--- config.mk ---
export PLATFORM = sky130hd
export DESIGN_NAME = loadBuffer
export DESIGN_NICKNAME = d
export VERILOG_FILES = /design/src/loadBufferPkg.sv /design/src/loadBuffer.sv /design/src/lbLateIssue.sv /design/src/lbOrderCheck.sv /design/src/lbEntryArray.sv
export SDC_FILE = /design/constraint.sdc
export NUM_CORES = 1
export LEC_CHECK = 0
export BUFFER_PORTS_ARGS = -buffer_cell sky130_fd_sc_hd__buf_2
export CAP_MARGIN = 25
export CORE_UTILIZATION = 35
export DETAILED_ROUTE_END_ITERATION = 10
export GPL_ROUTABILITY_DRIVEN = 0
export SLEW_MARGIN = 20
export SYNTH_ARGS = -nofsm -noshare
export SYNTH_HDL_FRONTEND = slang
export SYNTH_HIERARCHICAL = 1
export SYNTH_SLANG_ARGS = --single-unit
--- constraint.sdc ---
create_clock -name clk -period 9.25 [get_ports clk]
set_input_delay 1.85 -clock clk [delete_from_list [all_inputs] [get_ports clk]]
set_output_delay 1.85 -clock clk [all_outputs]
set_load 0.1 [all_outputs]
--- src/loadBufferPkg.sv ---
package loadBufferPkg;

  localparam int lbEntries = 8;
  localparam int lbIdxWidth = 3;
  localparam int sqnWidth = 8;
  localparam int addrWidth = 32;

  typedef enum logic [1:0] {
    sizeByte = 2'd0,
    sizeHalf = 2'd1,
    sizeWord = 2'd2
  } AccessSize;

  // Byte enables inside the 32-bit word
  function automatic logic [3:0] byteMask(AccessSize size, logic [1:0] addrLow);
    logic [3:0] mask;
    case (size)
      sizeByte: mask = 4'b0001 << addrLow;
      sizeHalf: mask = 4'b0011 << {addrLow[1], 1'b0};
      default:  mask = 4'b1111;
    endcase
    return mask;
  endfunction

  // True when a comes after b, wrap-safe
  function automatic logic isYounger(logic [sqnWidth-1:0] a, logic [sqnWidth-1:0] b);
    logic signed [sqnWidth-1:0] diff;
    diff = a - b;
    return diff > 0;
  endfunction

  // Upper half of the address space is MMIO
  function automatic logic isMmio(logic [addrWidth-1:0] addr);
    return addr[addrWidth-1];
  endfunction

  // Full load sequence number of a slot, relative to the window head
  function automatic logic [sqnWidth-1:0] loadSqNOf(logic [lbIdxWidth-1:0] idx,
                                                    logic [sqnWidth-1:0] head);
    logic [sqnWidth-lbIdxWidth-1:0] hiBits;
    hiBits = head[sqnWidth-1:lbIdxWidth];
    if (idx < head[lbIdxWidth-1:0])
      hiBits = hiBits + 1'b1;
    return {hiBits, idx};
  endfunction

endpackage
--- src/loadBuffer.sv ---
`timescale 1ns/1ns

module loadBuffer import loadBufferPkg::*; (
  input  logic                 clk,
  input  logic                 rst,
  input  logic                 uopValid,
  input  logic                 uopIsLoad,
  input  logic                 uopIsStore,
  input  logic [addrWidth-1:0] uopAddr,
  input  AccessSize            uopSize,
  input  logic [sqnWidth-1:0]  uopSqN,
  input  logic [sqnWidth-1:0]  uopLoadSqN,
  input  logic                 uopEarlyFail,
  input  logic [sqnWidth-1:0]  comLoadSqN,
  input  logic                 sqDone,
  input  logic                 ackValid,
  input  logic                 ackFail,
  input  logic [sqnWidth-1:0]  ackLoadSqN,
  input  logic                 branchTaken,
  input  logic                 branchFlush,
  input  logic [sqnWidth-1:0]  branchSqN,
  input  logic [sqnWidth-1:0]  branchLoadSqN,
  input  logic                 lateReady,
  output logic                 lateValid,
  output logic [addrWidth-1:0] lateAddr,
  output AccessSize            lateSize,
  output logic [sqnWidth-1:0]  lateSqN,
  output logic [sqnWidth-1:0]  lateLoadSqN,
  output logic                 lateIsMmio,
  output logic                 rbValid,
  output logic [sqnWidth-1:0]  rbSqN,
  output logic [sqnWidth-1:0]  rbLoadSqN,
  output logic [sqnWidth-1:0]  maxLoadSqN
);

  logic [lbEntries-1:0]  entryValid;
  logic [lbEntries-1:0]  entryIssued;
  logic [lbEntries-1:0]  entryNonSpec;
  logic [addrWidth-1:0]  entryAddr [lbEntries-1:0];
  AccessSize             entrySize [lbEntries-1:0];
  logic [sqnWidth-1:0]   entrySqN [lbEntries-1:0];
  logic                  issueValid;
  logic [lbIdxWidth-1:0] issueIdx;

  lbEntryArray entries (
    .clk, .rst,
    .uopValid, .uopIsLoad, .uopAddr, .uopSize, .uopSqN, .uopLoadSqN, .uopEarlyFail,
    .comLoadSqN, .ackValid, .ackFail, .ackLoadSqN,
    .branchTaken, .branchFlush, .branchSqN, .branchLoadSqN,
    .issueValid, .issueIdx,
    .entryValid, .entryIssued, .entryNonSpec, .entryAddr, .entrySize, .entrySqN,
    .maxLoadSqN
  );

  lbOrderCheck orderCheck (
    .clk, .rst,
    .uopValid, .uopIsStore, .uopAddr, .uopSize, .uopSqN, .uopLoadSqN,
    .comLoadSqN, .branchTaken, .branchSqN,
    .entryValid, .entryIssued, .entryAddr, .entrySize,
    .rbValid, .rbSqN, .rbLoadSqN
  );

  lbLateIssue lateIssue (
    .clk, .rst,
    .comLoadSqN, .sqDone, .branchTaken, .branchFlush, .branchSqN,
    .entryValid, .entryIssued, .entryNonSpec, .entryAddr, .entrySize, .entrySqN,
    .lateReady,
    .issueValid, .issueIdx,
    .lateValid, .lateAddr, .lateSize, .lateSqN, .lateLoadSqN, .lateIsMmio
  );

endmodule

--- src/lbLateIssue.sv ---
`timescale 1ns/1ns

module lbLateIssue import loadBufferPkg::*; (
  input  logic                  clk,
  input  logic                  rst,
  input  logic [sqnWidth-1:0]   comLoadSqN,
  input  logic                  sqDone,
  input  logic                  branchTaken,
  input  logic                  branchFlush,
  input  logic [sqnWidth-1:0]   branchSqN,
  input  logic [lbEntries-1:0]  entryValid,
  input  logic [lbEntries-1:0]  entryIssued,
  input  logic [lbEntries-1:0]  entryNonSpec,
  input  logic [addrWidth-1:0]  entryAddr [lbEntries-1:0],
  input  AccessSize             entrySize [lbEntries-1:0],
  input  logic [sqnWidth-1:0]   entrySqN [lbEntries-1:0],
  input  logic                  lateReady,
  output logic                  issueValid,
  output logic [lbIdxWidth-1:0] issueIdx,
  output logic                  lateValid,
  output logic [addrWidth-1:0]  lateAddr,
  output AccessSize             lateSize,
  output logic [sqnWidth-1:0]   lateSqN,
  output logic [sqnWidth-1:0]   lateLoadSqN,
  output logic                  lateIsMmio
);

  logic [lbIdxWidth-1:0] headIdx;
  logic [lbIdxWidth-1:0] scanIdx;
  logic [lbIdxWidth-1:0] selIdx;
  logic [lbEntries-1:0]  candidate;
  logic                  selValid;
  logic                  mmioReady;
  logic                  regFree;

  assign headIdx   = comLoadSqN[lbIdxWidth-1:0];
  assign candidate = entryValid & ~entryIssued & ~entryNonSpec;

  // MMIO only goes once it is the oldest load and stores have drained
  assign mmioReady = entryValid[headIdx] && !entryIssued[headIdx] &&
                     entryNonSpec[headIdx] && sqDone;

  always_comb begin
    selValid = 1'b0;
    selIdx   = headIdx;
    scanIdx  = headIdx;
    // Oldest speculative candidate, counting from the head
    for (int k = 0; k < lbEntries; k++) begin
      scanIdx = headIdx + lbIdxWidth'(k);
      if (!selValid && candidate[scanIdx]) begin
        selValid = 1'b1;
        selIdx   = scanIdx;
      end
    end
    if (mmioReady) begin
      selValid = 1'b1;
      selIdx   = headIdx;
    end
  end

  assign regFree    = !lateValid || lateReady;
  assign issueValid = selValid && regFree && !branchTaken;
  assign issueIdx   = selIdx;

  always_ff @(posedge clk) begin
    if (rst) begin
      lateValid <= 1'b0;
    end else begin
      if (lateReady)
        lateValid <= 1'b0;
      if (branchTaken) begin
        // Wrong-path load in the output register is dropped
        if (branchFlush || isYounger(lateSqN, branchSqN))
          lateValid <= 1'b0;
      end else if (issueValid) begin
        lateValid <= 1'b1;
      end
    end
  end

  always_ff @(posedge clk) begin
    if (issueValid) begin
      lateAddr    <= entryAddr[selIdx];
      lateSize    <= entrySize[selIdx];
      lateSqN     <= entrySqN[selIdx];
      lateLoadSqN <= loadSqNOf(selIdx, comLoadSqN);
      lateIsMmio  <= isMmio(entryAddr[selIdx]);
    end
  end

  lateHoldStable: assert property (
    @(posedge clk) disable iff (rst)
    lateValid && !lateReady && !branchTaken |=>
      lateValid && $stable(lateAddr) && $stable(lateSize) && $stable(lateSqN) &&
      $stable(lateLoadSqN) && $stable(lateIsMmio)
  ) else $error("Late load changed while held");

endmodule

--- src/lbOrderCheck.sv ---
`timescale 1ns/1ns

module lbOrderCheck import loadBufferPkg::*; (
  input  logic                 clk,
  input  logic                 rst,
  input  logic                 uopValid,
  input  logic                 uopIsStore,
  input  logic [addrWidth-1:0] uopAddr,
  input  AccessSize            uopSize,
  input  logic [sqnWidth-1:0]  uopSqN,
  input  logic [sqnWidth-1:0]  uopLoadSqN,
  input  logic [sqnWidth-1:0]  comLoadSqN,
  input  logic                 branchTaken,
  input  logic [sqnWidth-1:0]  branchSqN,
  input  logic [lbEntries-1:0] entryValid,
  input  logic [lbEntries-1:0] entryIssued,
  input  logic [addrWidth-1:0] entryAddr [lbEntries-1:0],
  input  AccessSize            entrySize [lbEntries-1:0],
  output logic                 rbValid,
  output logic [sqnWidth-1:0]  rbSqN,
  output logic [sqnWidth-1:0]  rbLoadSqN
);

  logic [sqnWidth-1:0]  headQ;
  logic [lbEntries-1:0] inRange;
  logic [lbEntries-1:0] hit;
  logic [3:0]           storeMask;
  logic                 storeActive;
  logic                 conflict;

  // Array contents are still numbered against last cycle's head
  always_ff @(posedge clk) begin
    if (rst)
      headQ <= '0;
    else
      headQ <= comLoadSqN;
  end

  assign storeActive = uopValid && uopIsStore && !(branchTaken && isYounger(uopSqN, branchSqN));
  assign storeMask   = byteMask(uopSize, uopAddr[1:0]);

  always_comb begin
    for (int i = 0; i < lbEntries; i++) begin
      // Loads younger than the store have numbers at or above its loadSqN
      inRange[i] = !isYounger(uopLoadSqN, loadSqNOf(lbIdxWidth'(i), headQ));
      hit[i] = inRange[i] && entryValid[i] && entryIssued[i] &&
               (entryAddr[i][addrWidth-1:2] == uopAddr[addrWidth-1:2]) &&
               |(byteMask(entrySize[i], entryAddr[i][1:0]) & storeMask);
    end
    conflict = storeActive && |hit;
  end

  // Rollback goes back to the store itself
  always_ff @(posedge clk) begin
    if (rst)
      rbValid <= 1'b0;
    else
      rbValid <= conflict;
  end

  always_ff @(posedge clk) begin
    if (conflict) begin
      rbSqN     <= uopSqN;
      rbLoadSqN <= uopLoadSqN;
    end
  end

  rbFollowsStore: assert property (
    @(posedge clk) disable iff (rst)
    rbValid |-> $past(uopValid && uopIsStore)
  ) else $error("Rollback without a store in the previous cycle");

endmodule

--- src/lbEntryArray.sv ---
`timescale 1ns/1ns

module lbEntryArray import loadBufferPkg::*; (
  input  logic                  clk,
  input  logic                  rst,
  input  logic                  uopValid,
  input  logic                  uopIsLoad,
  input  logic [addrWidth-1:0]  uopAddr,
  input  AccessSize             uopSize,
  input  logic [sqnWidth-1:0]   uopSqN,
  input  logic [sqnWidth-1:0]   uopLoadSqN,
  input  logic                  uopEarlyFail,
  input  logic [sqnWidth-1:0]   comLoadSqN,
  input  logic                  ackValid,
  input  logic                  ackFail,
  input  logic [sqnWidth-1:0]   ackLoadSqN,
  input  logic                  branchTaken,
  input  logic                  branchFlush,
  input  logic [sqnWidth-1:0]   branchSqN,
  input  logic [sqnWidth-1:0]   branchLoadSqN,
  input  logic                  issueValid,
  input  logic [lbIdxWidth-1:0] issueIdx,
  output logic [lbEntries-1:0]  entryValid,
  output logic [lbEntries-1:0]  entryIssued,
  output logic [lbEntries-1:0]  entryNonSpec,
  output logic [addrWidth-1:0]  entryAddr [lbEntries-1:0],
  output AccessSize             entrySize [lbEntries-1:0],
  output logic [sqnWidth-1:0]   entrySqN [lbEntries-1:0],
  output logic [sqnWidth-1:0]   maxLoadSqN
);

  logic [sqnWidth-1:0]   lastHead;
  logic [lbEntries-1:0]  commitMask;
  logic [lbEntries-1:0]  branchMask;
  logic [lbIdxWidth-1:0] insIdx;
  logic [lbIdxWidth-1:0] ackIdx;
  logic                  insertEn;
  logic                  newIsMmio;

  assign insIdx    = uopLoadSqN[lbIdxWidth-1:0];
  assign ackIdx    = ackLoadSqN[lbIdxWidth-1:0];
  assign newIsMmio = isMmio(uopAddr);

  // Loads on the wrong path of a taken branch are not recorded
  assign insertEn = uopValid && uopIsLoad && !(branchTaken && isYounger(uopSqN, branchSqN));

  always_comb begin
    for (int i = 0; i < lbEntries; i++) begin
      // Slots still hold numbers relative to the previous head
      commitMask[i] = isYounger(comLoadSqN, loadSqNOf(lbIdxWidth'(i), lastHead));
      // Everything at or after the branch load number goes
      branchMask[i] = branchTaken &&
                      (branchFlush ||
                       !isYounger(branchLoadSqN, loadSqNOf(lbIdxWidth'(i), comLoadSqN)));
    end
  end

  // Control state
  always_ff @(posedge clk) begin
    if (rst) begin
      entryValid   <= '0;
      entryIssued  <= '0;
      entryNonSpec <= '0;
      lastHead     <= '0;
    end else begin
      lastHead <= comLoadSqN;

      // Nacked loads must go through the late path again
      if (ackValid && ackFail)
        entryIssued[ackIdx] <= 1'b0;

      if (issueValid)
        entryIssued[issueIdx] <= 1'b1;

      entryValid <= entryValid & ~(commitMask | branchMask);

      // New load, later assignment wins over invalidation
      if (insertEn) begin
        entryValid[insIdx]   <= 1'b1;
        entryIssued[insIdx]  <= !(uopEarlyFail || newIsMmio);
        entryNonSpec[insIdx] <= newIsMmio;
      end
    end
  end

  // Entry payload
  always_ff @(posedge clk) begin
    if (insertEn) begin
      entryAddr[insIdx] <= uopAddr;
      entrySize[insIdx] <= uopSize;
      entrySqN[insIdx]  <= uopSqN;
    end
  end

  // Highest load number the window can take
  always_ff @(posedge clk) begin
    maxLoadSqN <= comLoadSqN + sqnWidth'(lbEntries - 1);
  end

  // The dispatch limit keeps a load from landing on a live slot
  insertFreeSlot: assert property (
    @(posedge clk) disable iff (rst)
    insertEn |-> !entryValid[insIdx] || commitMask[insIdx] || branchMask[insIdx]
  ) else $error("Load %0d inserted over a valid entry", uopLoadSqN);

endmodule

[Word level (Yosys, flattened, before mapping)]
Cells that the tools add are included.
Cells by class
  add/subtract/negate cells: 36
  order comparisons: 57
  equal/unequal tests: 17
  shift-type cells: 18
  multiplexer cells: 98
  bitwise logic cells: 19
  reductions and logical operators: 119
Operators with widths (number)
  256-bit bitwise mux: 1
  30-bit equality test: 8
  8-bit by 1-bit greater-than comparator with 1-bit output, second input constant: 26
  8-bit subtractor: 26
  32-bit binary-select mux with 3-bit select: 1
  32-bit demux with 3-bit select: 1
  5-bit 2-to-1 mux: 17
  4-bit one-hot mux with 2 select lines: 9
  64-bit bitwise mux: 1
  32-bit 2-to-1 mux: 2
  8-bit 2-to-1 mux: 8
  1-bit logical AND: 62
  3-bit by 4-bit < comparator with 1-bit output, second input constant: 11
  1-bit by 2-bit left shift with 4-bit output, first input constant: 9
  2-bit by 2-bit left shift with 4-bit output, first input constant: 9
  1-bit binary-select mux with 3-bit select: 11
  4-bit AND: 8
  8-bit AND: 4
  8-bit NOT: 4
  4-bit OR reduction: 8
  1-bit zero test: 28
  1-bit 2-to-1 mux: 27
  8-bit binary-select mux with 3-bit select: 1
  8-bit demux with 3-bit select: 1
  22 further kinds: 81
Word-level totals
  register bits: 445
  output and inout bits: 77
  logic and storage cells: 402

[Logic depth before layout (Yosys ltp)]
Gate-level depths: netlist of run 1.
  word-level depth: 37
  mapped depth: 21

[Cells and area by module]
Netlist of run 1, hierarchy kept.
By module, submodules not included
  lbEntryArray: times used 1, cells each 1107, area an instance 15974.1 µm², sequential area each 10890.4 µm²
  lbLateIssue: times used 1, cells each 1378, area an instance 10945.5 µm², sequential area each 1521.5 µm²
  lbOrderCheck: times used 1, cells each 753, area an instance 6099.6 µm², sequential area each 660.6 µm²

[Worst setup path after synthesis of run 1]
OpenSTA, ideal clock, no wires.
  path type: input port to flip-flop
  start: input comLoadSqN[0]
  end: register entries.entryIssued[5]
  arrival time: 8.747 ns
  slack: 0.436 ns
  stages: 17
  buffers on the path: 4
  path through: buf_6 -> inv_2 -> clkbuf_1 -> clkbuf_1 -> ha_1 -> clkbuf_1 -> nand2_1 -> o221ai_1 -> a2111oi_2 -> nor2_1 -> nand3_1 -> nor4_1 -> nor3_1 -> nor2b_1 -> nand3_1 -> a21oi_1 -> mux2_2
On the way
  elaborated cells on any way between the ends: 76
  classes of those cells: 7 x add/sub; 2 x order compare; 45 x mux; 1 x bitwise; 21 x reduce/logical
RTL lines
  start: declaration: RTL line loadBuffer.sv:14  | input logic [sqnWidth-1:0] comLoadSqN,
  branches (longest 24 deep; another with 3-bit by 1-bit adder with 3-bit output)
  1-bit 2-to-1 mux *: RTL line lbLateIssue.sv:55  | if (mmioReady) begin
  1-bit logical AND * (2 in a row): RTL line lbLateIssue.sv:62  | assign issueValid = selValid && regFree && !branchTaken;
  via issueValid: RTL line loadBuffer.sv:42  | logic issueValid;
  8-bit 2-to-1 mux *: RTL line lbEntryArray.sv:72  | if (issueValid)
  8-bit 2-to-1 mux *: RTL line lbEntryArray.sv:60  | if (rst) begin
  8-bit bitwise mux: RTL line lbEntryArray.sv:80  | entryIssued[insIdx] <= !(uopEarlyFail || newIsMmio);
  8-bit 2-to-1 mux *: RTL line lbEntryArray.sv:78  | if (insertEn) begin
  end signal: indexed assignment: RTL line lbEntryArray.sv:80
  end: declaration: RTL line lbEntryArray.sv:24  | output logic [lbEntries-1:0] entryIssued,
Mark *: on every way through the listed nets, which the timed path passes. The select of a mux whose other input is x is not followed.
A chain may end at the register's enable or synchronous reset.

[Final worst setup path of run 1]
  start: input comLoadSqN[1]
  end: register lateIssue.lateLoadSqN[4], data pin
On the way
  word-level cells in the longest chain between the ends: 27
  elaborated cells on any way between the ends: 64
  classes of those cells: 7 x add/sub; 1 x order compare; 38 x mux; 18 x reduce/logical
RTL lines
  branches (longest 24 deep; another with 3-bit by 1-bit adder with 3-bit output)
  3-bit 2-to-1 mux *: RTL line lbLateIssue.sv:55
  via issueIdx[2]: RTL line loadBuffer.sv:43  | logic [lbIdxWidth-1:0] issueIdx;
  3-bit < comparator *: RTL line loadBufferPkg.sv:42  | if (idx < head[lbIdxWidth-1:0])
  5-bit 2-to-1 mux *: RTL line loadBufferPkg.sv:42
  end signal: assignment: RTL line lbLateIssue.sv:86  | lateLoadSqN <= loadSqNOf(selIdx, comLoadSqN);
  end: declaration: RTL line lbLateIssue.sv:24  | output logic [sqnWidth-1:0] lateLoadSqN,
Marks and branches as above.

==> summary.md, run 1 <==
| Metric | Value |
|---|---|
| Status | completed |
| Vias after detailed routing | 27800 |
| Die X | 309 microns |
| Row count | 112 |
| Number of global-route vias before repair | 25800 |
| Syn. warnings | 6 |
| TritonCTS Buffers | 49 |
| Final setup fails | 0 |
| Drt initial violations | 3138 |
| Gr usage total | 23.0% |
| Die height | 309 microns |
| Logic pwr share | 28.0% |
| I/O pin cnt | 171 |
| #FFs+latches synth | 452 |
| Wire per inst | 25.0 microns |
| Drt total wl | 113 mm |
| MaxCap Viol Count | 0 |
| Slowest-stage cell, CP | ha_1 |
| CP Depth | 15 |
| Top FF cell, synth | edfxtp_1 |
| Cell area after synthesis | 0.0330 sq mm |
| Worst Tran Pin Value | 1.17 ns |
| Clock Latency Late Sink | 0.61 ns |
| Final Max Slew Viols | 0 |
| Clock buffer depth | 3 |
| Crit path kind | in -> reg |
| Max Clock Skew | 0.0197 ns |
| Pwr Total | 6.27 mW |
| Largest net degree at the start of global routing | 154 |
| Max frequency | 133 MHz |
| Placed instance area | 0.0347 sq mm |
| # H-tree levels | 2 |
| CTS root buffer | clkbuf_16 |
| Die area | 0.0956 sq mm |
| Initial antenna violation count | 15 |
| Post-DP HPWL | 72.1 mm |
| Reg2reg path depth | 12 |
| Final Hold Violating Endpoints | 0 |
| Worst path cell trace | buf_2 -> inv_1 -> ha_1 -> nand2b_1 -> o221ai_1 -> a2111oi_2 -> o32ai_1 -> nand2_1 -> o311ai_1 -> a21oi_1 -> o21a_4 -> clkinv_2 -> ha_1 -> a21oi_1 -> mux2_2 |
| Non-Filler Instances | 4532 |
| Hold slack | 0.498 ns |
| Final Util | 39.0% |
| DRT Pass-1 Iters | 6 |
| Final WS setup | 1.73 ns |
| Gr ovfl total | 0 |
| Syn avg cell area | 10.2 sq um |
| Synth unique cells | 110 |
| Startpoint class of the critical path | input port |
| Most frequent cells in the layout | 402 x edfxtp_1, 241 x o21ai_0, 239 x xnor2_1 |
| Buffers & Inverters on Critical Path | 3 |
| Fillers | 9274 |
| Layout cell share with drive strength beyond 1 | 10.9% |
| Critical Path Max Stage Delay | 0.65 ns |
| Hold/Removal Path Class | reg -> reg |
| Nets@finish | 3480 |
| Port Buffers | 165 |
| Commonest non-fill, non-tap cell in the layout | edfxtp_1 |
| Req. time, crit path | 9.61 ns |
| Max IR drop VDD | 143 uV |
| Reg power frac | 38.3% |
| Delay-heaviest family, CP | compound AO/OA/AOI/OAI gates |
| Number of synthesized flops with an enable pin | 402 |
| Leakage | 12.6 nW |
| Clk sinks | 452 |
| Cts hold-fix bufs | 0 |
| Syn_nets | 3483 |
| Core area | 0.0933 sq mm |
| Cell Int Power | 4.11 mW |
| RSZ-0062 raised after global routing | false |
| Place WS | 1.24 ns |
| CP Data Arrival Time | 7.88 ns |
| Relative slew slack | 21.4% |
| First-pass GRT wire length | 167 mm |
| Cts repair resizes | 0 |
| Post-synth ARST share | 0% |
| Clock transition at the registers of the reported paths | 0.06 ns |
| Initial Util | 35.4% |
| Final period util | 81.3% |
| Syn Inst Count | 3238 |
| Drt via density | 6.14 |
| Clock share of power | 33.7% |
| Final instance area | 0.0364 sq mm |
| Crit path capture type | register |
| Psw | 2.15 mW |
| Pwr/cell area | 172 mW/mm^2 |
| Placed cells | 4438 |
| Min Clock Period, post-route | 7.52 ns |
| Final TNS setup | 0 ns |
| CTS tree | built |
| Post-CTS setup buffer count | 0 |
| Layout area overhead | 10.2% |
| Sequential fraction of the synthesis area | 39.6% |
| Switching Fraction | 34.3% |
| Hold Crit Depth | 2 |
| FF-to-FF setup slack | 3.44 ns |
| CP Max Fanout | 33 |
| ANT nets after route | 0 |
| DRC | 0 |
[final cells by class]
class,instances,area (sq um),area share (%)
Antenna cell,8,20.0,0.0550
Clock buffer,60,1290,3.54
Clock inverter,26,383,1.05
Inverter,92,349,0.959
Multi-Input combinational cell,2438,18500,50.9
Sequential cell,452,13100,35.9
Tap cell,1254,1570,4.31
Timing Repair Buffer,202,1200,3.31
[state kept, by name, indices dropped and copies added (netlist names)]
register and cells:
orderCheck/rbValid 1, entries/maxLoadSqN 8, entries/entryAddr 256, orderCheck/headQ 8, lateIssue/lateValid 1, entries/lastHead 8
lateIssue/lateLoadSqN 8, entries/entrySize 16, entries/entryIssued 8, entries/entryNonSpec 8, entries/entryValid 8, lateIssue/lateSize 2
lateIssue/lateAddr 32, orderCheck/rbSqN 8, orderCheck/rbLoadSqN 8, entries/entrySqN 64, lateIssue/lateSqN 8
[cells in the mapped netlist (9+ instances only)]
master,instances,area share [%]
o21bai_1,9,0.20
a21oi_1,104,1.6
nand4_1,58,1.1
a22oi_1,170,3.9
nor2_1,116,1.3
mux2i_1,36,1.1
a31oi_1,62,1.2
a211oi_1,17,0.39
dfxtp_1,50,3.0
nor3_1,46,0.70
nand2_1,81,0.92
edfxtp_1,402,37
o31ai_1,10,0.23
a22o_1,165,4.4
xor2_1,184,4.9
inv_1,84,0.95
nor2b_1,40,0.76
buf_2,109,1.7
a21o_1,24,0.55
o22ai_1,10,0.19
a221o_1,166,5.0
o21a_1,15,0.34
nand2b_1,25,0.47
and3_1,15,0.28
a32o_1,44,1.3
and2_1,11,0.21
nor4_1,51,0.97
xnor2_1,239,6.3
o21ai_0,241,3.7
mux2_2,13,0.44
clkbuf_1,125,1.4
nand3_1,167,2.5
ha_1,145,5.5
[power by group through the flow]
stage | Combinational [mW] | Clock, mW | Sequential, mW
5_1_grt | 1.87 | 2.21 | 2.41
3_5_place_dp | 1.73 | 0 | 2.45
2_1_floorplan | 0.968 | 0 | 2.74
3_3_place_gp | 1.72 | 0 | 2.45
4_1_cts | 1.73 | 2.14 | 2.40
6_report | 1.75 | 2.11 | 2.40
[worst register-to-register path: stages, from the launching register on]
cell and delay (ns):
dfxtp_1 0.60, or4bb_1 0.68, and3_1 0.24, or4_1 0.60, a311oi_2 0.30, o211a_1 0.22
o311ai_1 0.11, a21oi_1 0.18, o21a_4 0.42, clkinv_2 0.66, ha_1 0.55, a21oi_1 0.59
mux2_2 0.41
[cells by family (layout without fill, tap and decap cells)]
kind of cell             count (synthesis)  after routing  synth area share (%)
multiplexers                            56             56                  1.99
buffers and inverters                  348            380                  4.62
adder cells (fa/ha/maj)                151            151                  5.86
AND/OR/NAND/NOR                        680            680                  11.2
other                                    0              8                     0
XOR/XNOR                               424            424                  11.3
AO/OA/AOI/OAI                         1127           1127                  25.5
flip-flops                             452            452                  39.6
[routing by layer]
layer	share of wire, %	vias to the layer above	GRT usage, %
met5	0.055	-	0
met4	4.1	10	9.01
met3	7.7	194	3.33
met2	45	1171	36.0
met1	43	13800	31.7
li1	-	12700	-
[path summary, 6_finish.rpt]
path | startpoint | to
worst max-delay path | comLoadSqN[1] | lateIssue/lateLoadSqN[4]$_DFFE_PP_
worst min-delay path | entries/entryNonSpec[1]$_SDFFE_PP0P_ | entries/entryNonSpec[1]$_SDFFE_PP0P_
worst max register to register | entries/entryValid[3]$_SDFF_PP0_ | lateIssue/lateLoadSqN[4]$_DFFE_PP_
worst min register to register | entries/entryNonSpec[1]$_SDFFE_PP0P_ | entries/entryNonSpec[1]$_SDFFE_PP0P_
No activity file was read; power rests on OpenSTA's default activity.
==> inputs of run 2 (changes only) <==
--- a/config.mk
+++ b/config.mk
@@ -5,6 +5,7 @@
 export SDC_FILE = /design/constraint.sdc
 export NUM_CORES = 1
 export LEC_CHECK = 0
+export ABC_AREA = 1
 export BUFFER_PORTS_ARGS = -buffer_cell sky130_fd_sc_hd__buf_2
 export CAP_MARGIN = 25
 export CORE_UTILIZATION = 35
==> constraint.sdc (replaced) <==
create_clock -name clk -period 7.8 [get_ports clk]
set_input_delay 1.56 -clock clk [delete_from_list [all_inputs] [get_ports clk]]
set_output_delay 1.56 -clock clk [all_outputs]
set_load 0.1 [all_outputs]
==> run 2 against run 1 <==
  * Register-to-register slack worse by 0.46 ns
  * Die area is 4.0% lower
  * Worst hold slack better by 0.020 ns
  * Via count is 5.2% higher
  * Clock power is 12% higher
==> summary.md, run 2 <==
| Metric | Value |
|---|---|
| Final Util | 38.9% |
| Number of global-route vias before repair | 26400 |
| Slowest-stage cell, CP | buf_4 |
| Initial antenna violation count | 13 |
| DRC | 0 |
| Most common cell on crit path | nand2_1 |
| Biggest regs | entries/entryAddr x256, entries/entrySqN x64, lateIssue/lateAddr x32 |
| Gr usage total | 23.6% |
| Final period util | 66.0% |
| Vias after detailed routing | 29300 |
| First-pass GRT wire length | 164 mm |
| Max IR drop VDD | 161 uV |
| Syn Inst Count | 4172 |
| Number of synthesized flops with an enable pin | 402 |
| Count leader, synth | nand2_1 |
| Largest Register | entries/entryAddr |
| Delay-heaviest family, CP | buffers and inverters |
| Final TNS setup | 0 ns |
| Relative slew slack | 30.5% |
| Die X | 303 microns |
| MaxCap Viol Count | 0 |
| Hold slack | 0.518 ns |
| Clock transition at the registers of the reported paths | 0.06 ns |
| CTS tree | built |
| Final setup fails | 0 |
| Drt total wl | 110 mm |
| Placed cells | 5395 |
| Min Clock Period, post-route | 5.15 ns |
| Non-Filler Instances | 5491 |
| Req. time, crit path | 8.32 ns |
| Largest area contributor in the netlist | edfxtp_1 |
| Commonest non-fill, non-tap cell in the layout | nand2_1 |
| Syn_nets | 4417 |
| Sequential fraction of the synthesis area | 41.2% |
| Cts repair resizes | 0 |
| Max Clock Skew | 0.0331 ns |
| Post-CTS setup buffer count | 0 |
| Cts hold-fix bufs | 0 |
| Layout cell share with drive strength beyond 1 | 9.49% |
| Final Max Slew Viols | 0 |
| Startpoint class of the critical path | input port |
| #FFs+latches synth | 452 |
| Crit path capture type | register |
| Worst Tran Pin Value | 1.04 ns |
| Post-DP HPWL | 77.5 mm |
| Drt via density | 5.34 |
| Nets@finish | 4516 |
| CP Data Arrival Time | 5.67 ns |
| Max reg flops | 256 |
| TritonCTS Buffers | 50 |
| Post-synth top area share | 38.1% |
| CP Max Fanout | 44 |
| Max frequency | 194 MHz |
| Top FF cell, synth | edfxtp_1 |
| Fillers | 9256 |
| Hold/Removal Path Class | reg -> reg |
| Core area | 0.0899 sq mm |
| CTS root buffer | clkbuf_16 |
| Most frequent cells in the layout | 1254 x nand2_1, 659 x nand3_1, 467 x inv_1 |
| Clock buffer depth | 3 |
| Initial Util | 35.3% |
| Worst path cell trace | buf_2 -> buf_4 -> ha_1 -> xor2_1 -> inv_1 -> nand3_1 -> nand2_1 -> inv_1 -> nand4_2 -> o21ai_0 -> inv_1 -> nand2_1 -> nand2_1 -> nand2_1 -> nand2_1 -> a21oi_4 -> buf_4 -> nand2_1 -> o21ai_0 -> nand2_1 -> o21ai_0 -> nand3_1 -> a21oi_1 |
| Die height | 303 microns |
| Port Buffers | 165 |
| Wire per inst | 20.1 microns |
| Syn avg cell area | 7.60 sq um |
| Post-synth ARST share | 0% |
| Row count | 110 |
| DRT Pass-1 Iters | 7 |
| Die area | 0.0918 sq mm |
| Clk sinks | 452 |
| Layout area overhead | 10.3% |
| Syn. warnings | 6 |
| Largest net degree at the start of global routing | 148 |
| Crit path kind | in -> reg |
| Synth area leaders | edfxtp_1 38%, nand2_1 15%, nand3_1 10% |
| I/O pin cnt | 171 |
| ANT nets after route | 0 |
| RSZ-0062 raised after global routing | false |
| Pwr/cell area | 227 mW/mm^2 |
| Post-synth top cells | 1256 x nand2_1, 659 x nand3_1, 475 x inv_1 |
| Critical Path Max Stage Delay | 0.70 ns |
| Synth unique cells | 64 |
| Final Hold Violating Endpoints | 0 |
| Gr ovfl total | 0 |
| Drt initial violations | 3074 |
| Buffers & Inverters on Critical Path | 6 |
| Cell area after synthesis | 0.0317 sq mm |
| Status | completed |
| Leakage | 15.6 nW |
| Clock Latency Late Sink | 0.63 ns |
| # H-tree levels | 2 |
## run 2: cell count changes in the layout (fill, tap and decap cells not counted), sizes merged, moves of 46 or more
cell / previous run / this run
a22oi: 170 / 0
nand2: 81 / 1278
a22o: 165 / 3
a31oi: 62 / 2
inv: 90 / 521
xnor2: 239 / 70
nand3: 168 / 667
xor2: 185 / 64
nor4: 54 / 1
o21ai: 246 / 200
a221o: 166 / 0
nor2: 117 / 279
## run 2: final timing paths
path                                             start                                   end  slack (ns)  cells past startpoint
setup / recovery                         comLoadSqN[0]     entries/entryIssued[7]$_SDFF_PP0_        2.65                     23
hold / removal    entries/entryNonSpec[2]$_SDFFE_PP0P_  entries/entryNonSpec[2]$_SDFFE_PP0P_        0.52                      4
setup reg to reg        orderCheck/headQ[3]$_SDFF_PP0_     orderCheck/rbLoadSqN[7]$_DFFE_PP_        2.98                     18
hold reg to reg   entries/entryNonSpec[2]$_SDFFE_PP0P_  entries/entryNonSpec[2]$_SDFFE_PP0P_        0.52                      4
## run 2: power by group
group	total, mW	switching (mW)	internal (mW)
clock	2.37	1.05	1.32
sequential	2.89	0.0861	2.80
combinational	2.69	2.02	0.664
## run 2: cells by family after synthesis
logic type / count (synthesis) / share of synthesized area, %
and+or+nand+nor: 2382 / 32.8
AOI/OAI and AO/OA: 385 / 6.73
xor gates and xnor gates: 134 / 3.89
adders and majority gates: 151 / 6.10
buffers and inverters: 668 / 9.26
DFF: 452 / 41.2
## run 2: cell type report
type / count / area, sq um / share of cell area, %
Antenna cell: 4 / 10.0 / 0.0286
Clock buffer: 58 / 1310 / 3.76
Clock inverter: 34 / 307 / 0.877
Inverter: 523 / 1960 / 5.62
Multi-Input combinational cell: 3052 / 15700 / 45.0
Sequential cell: 452 / 13100 / 37.4
Tap cell: 1176 / 1470 / 4.21
Timing Repair Buffer: 192 / 1080 / 3.09
## run 2: metal layers
metal / global-route usage [%] / part of all wire [%] / vias up
li1: - / - / 14000
met5: 0 / 0.070 / -
met1: 33.2 / 43 / 13600
met2: 35.7 / 43 / 1426
met4: 9.26 / 4.0 / 14
met3: 4.08 / 9.9 / 232
## run 2: tightest hold or removal path, delay by kind of cell (launching register included)
kind / cells / cell delay [ns]
and+or+nand+nor: 2 / 0.08
DFF: 1 / 0.31
buffers and inverters: 2 / 0.09
## run 2: through the flow
step                cell area [sq um]  setup WS (ns)  total power [mW]
CTS                             34900           2.81              7.96
global placement                33300           2.25              5.57
finish                          35000           2.65              7.94
global route                    34900           2.27              8.31
detailed placement              33300           2.17              5.59
floorplan                       31700           1.44              4.91
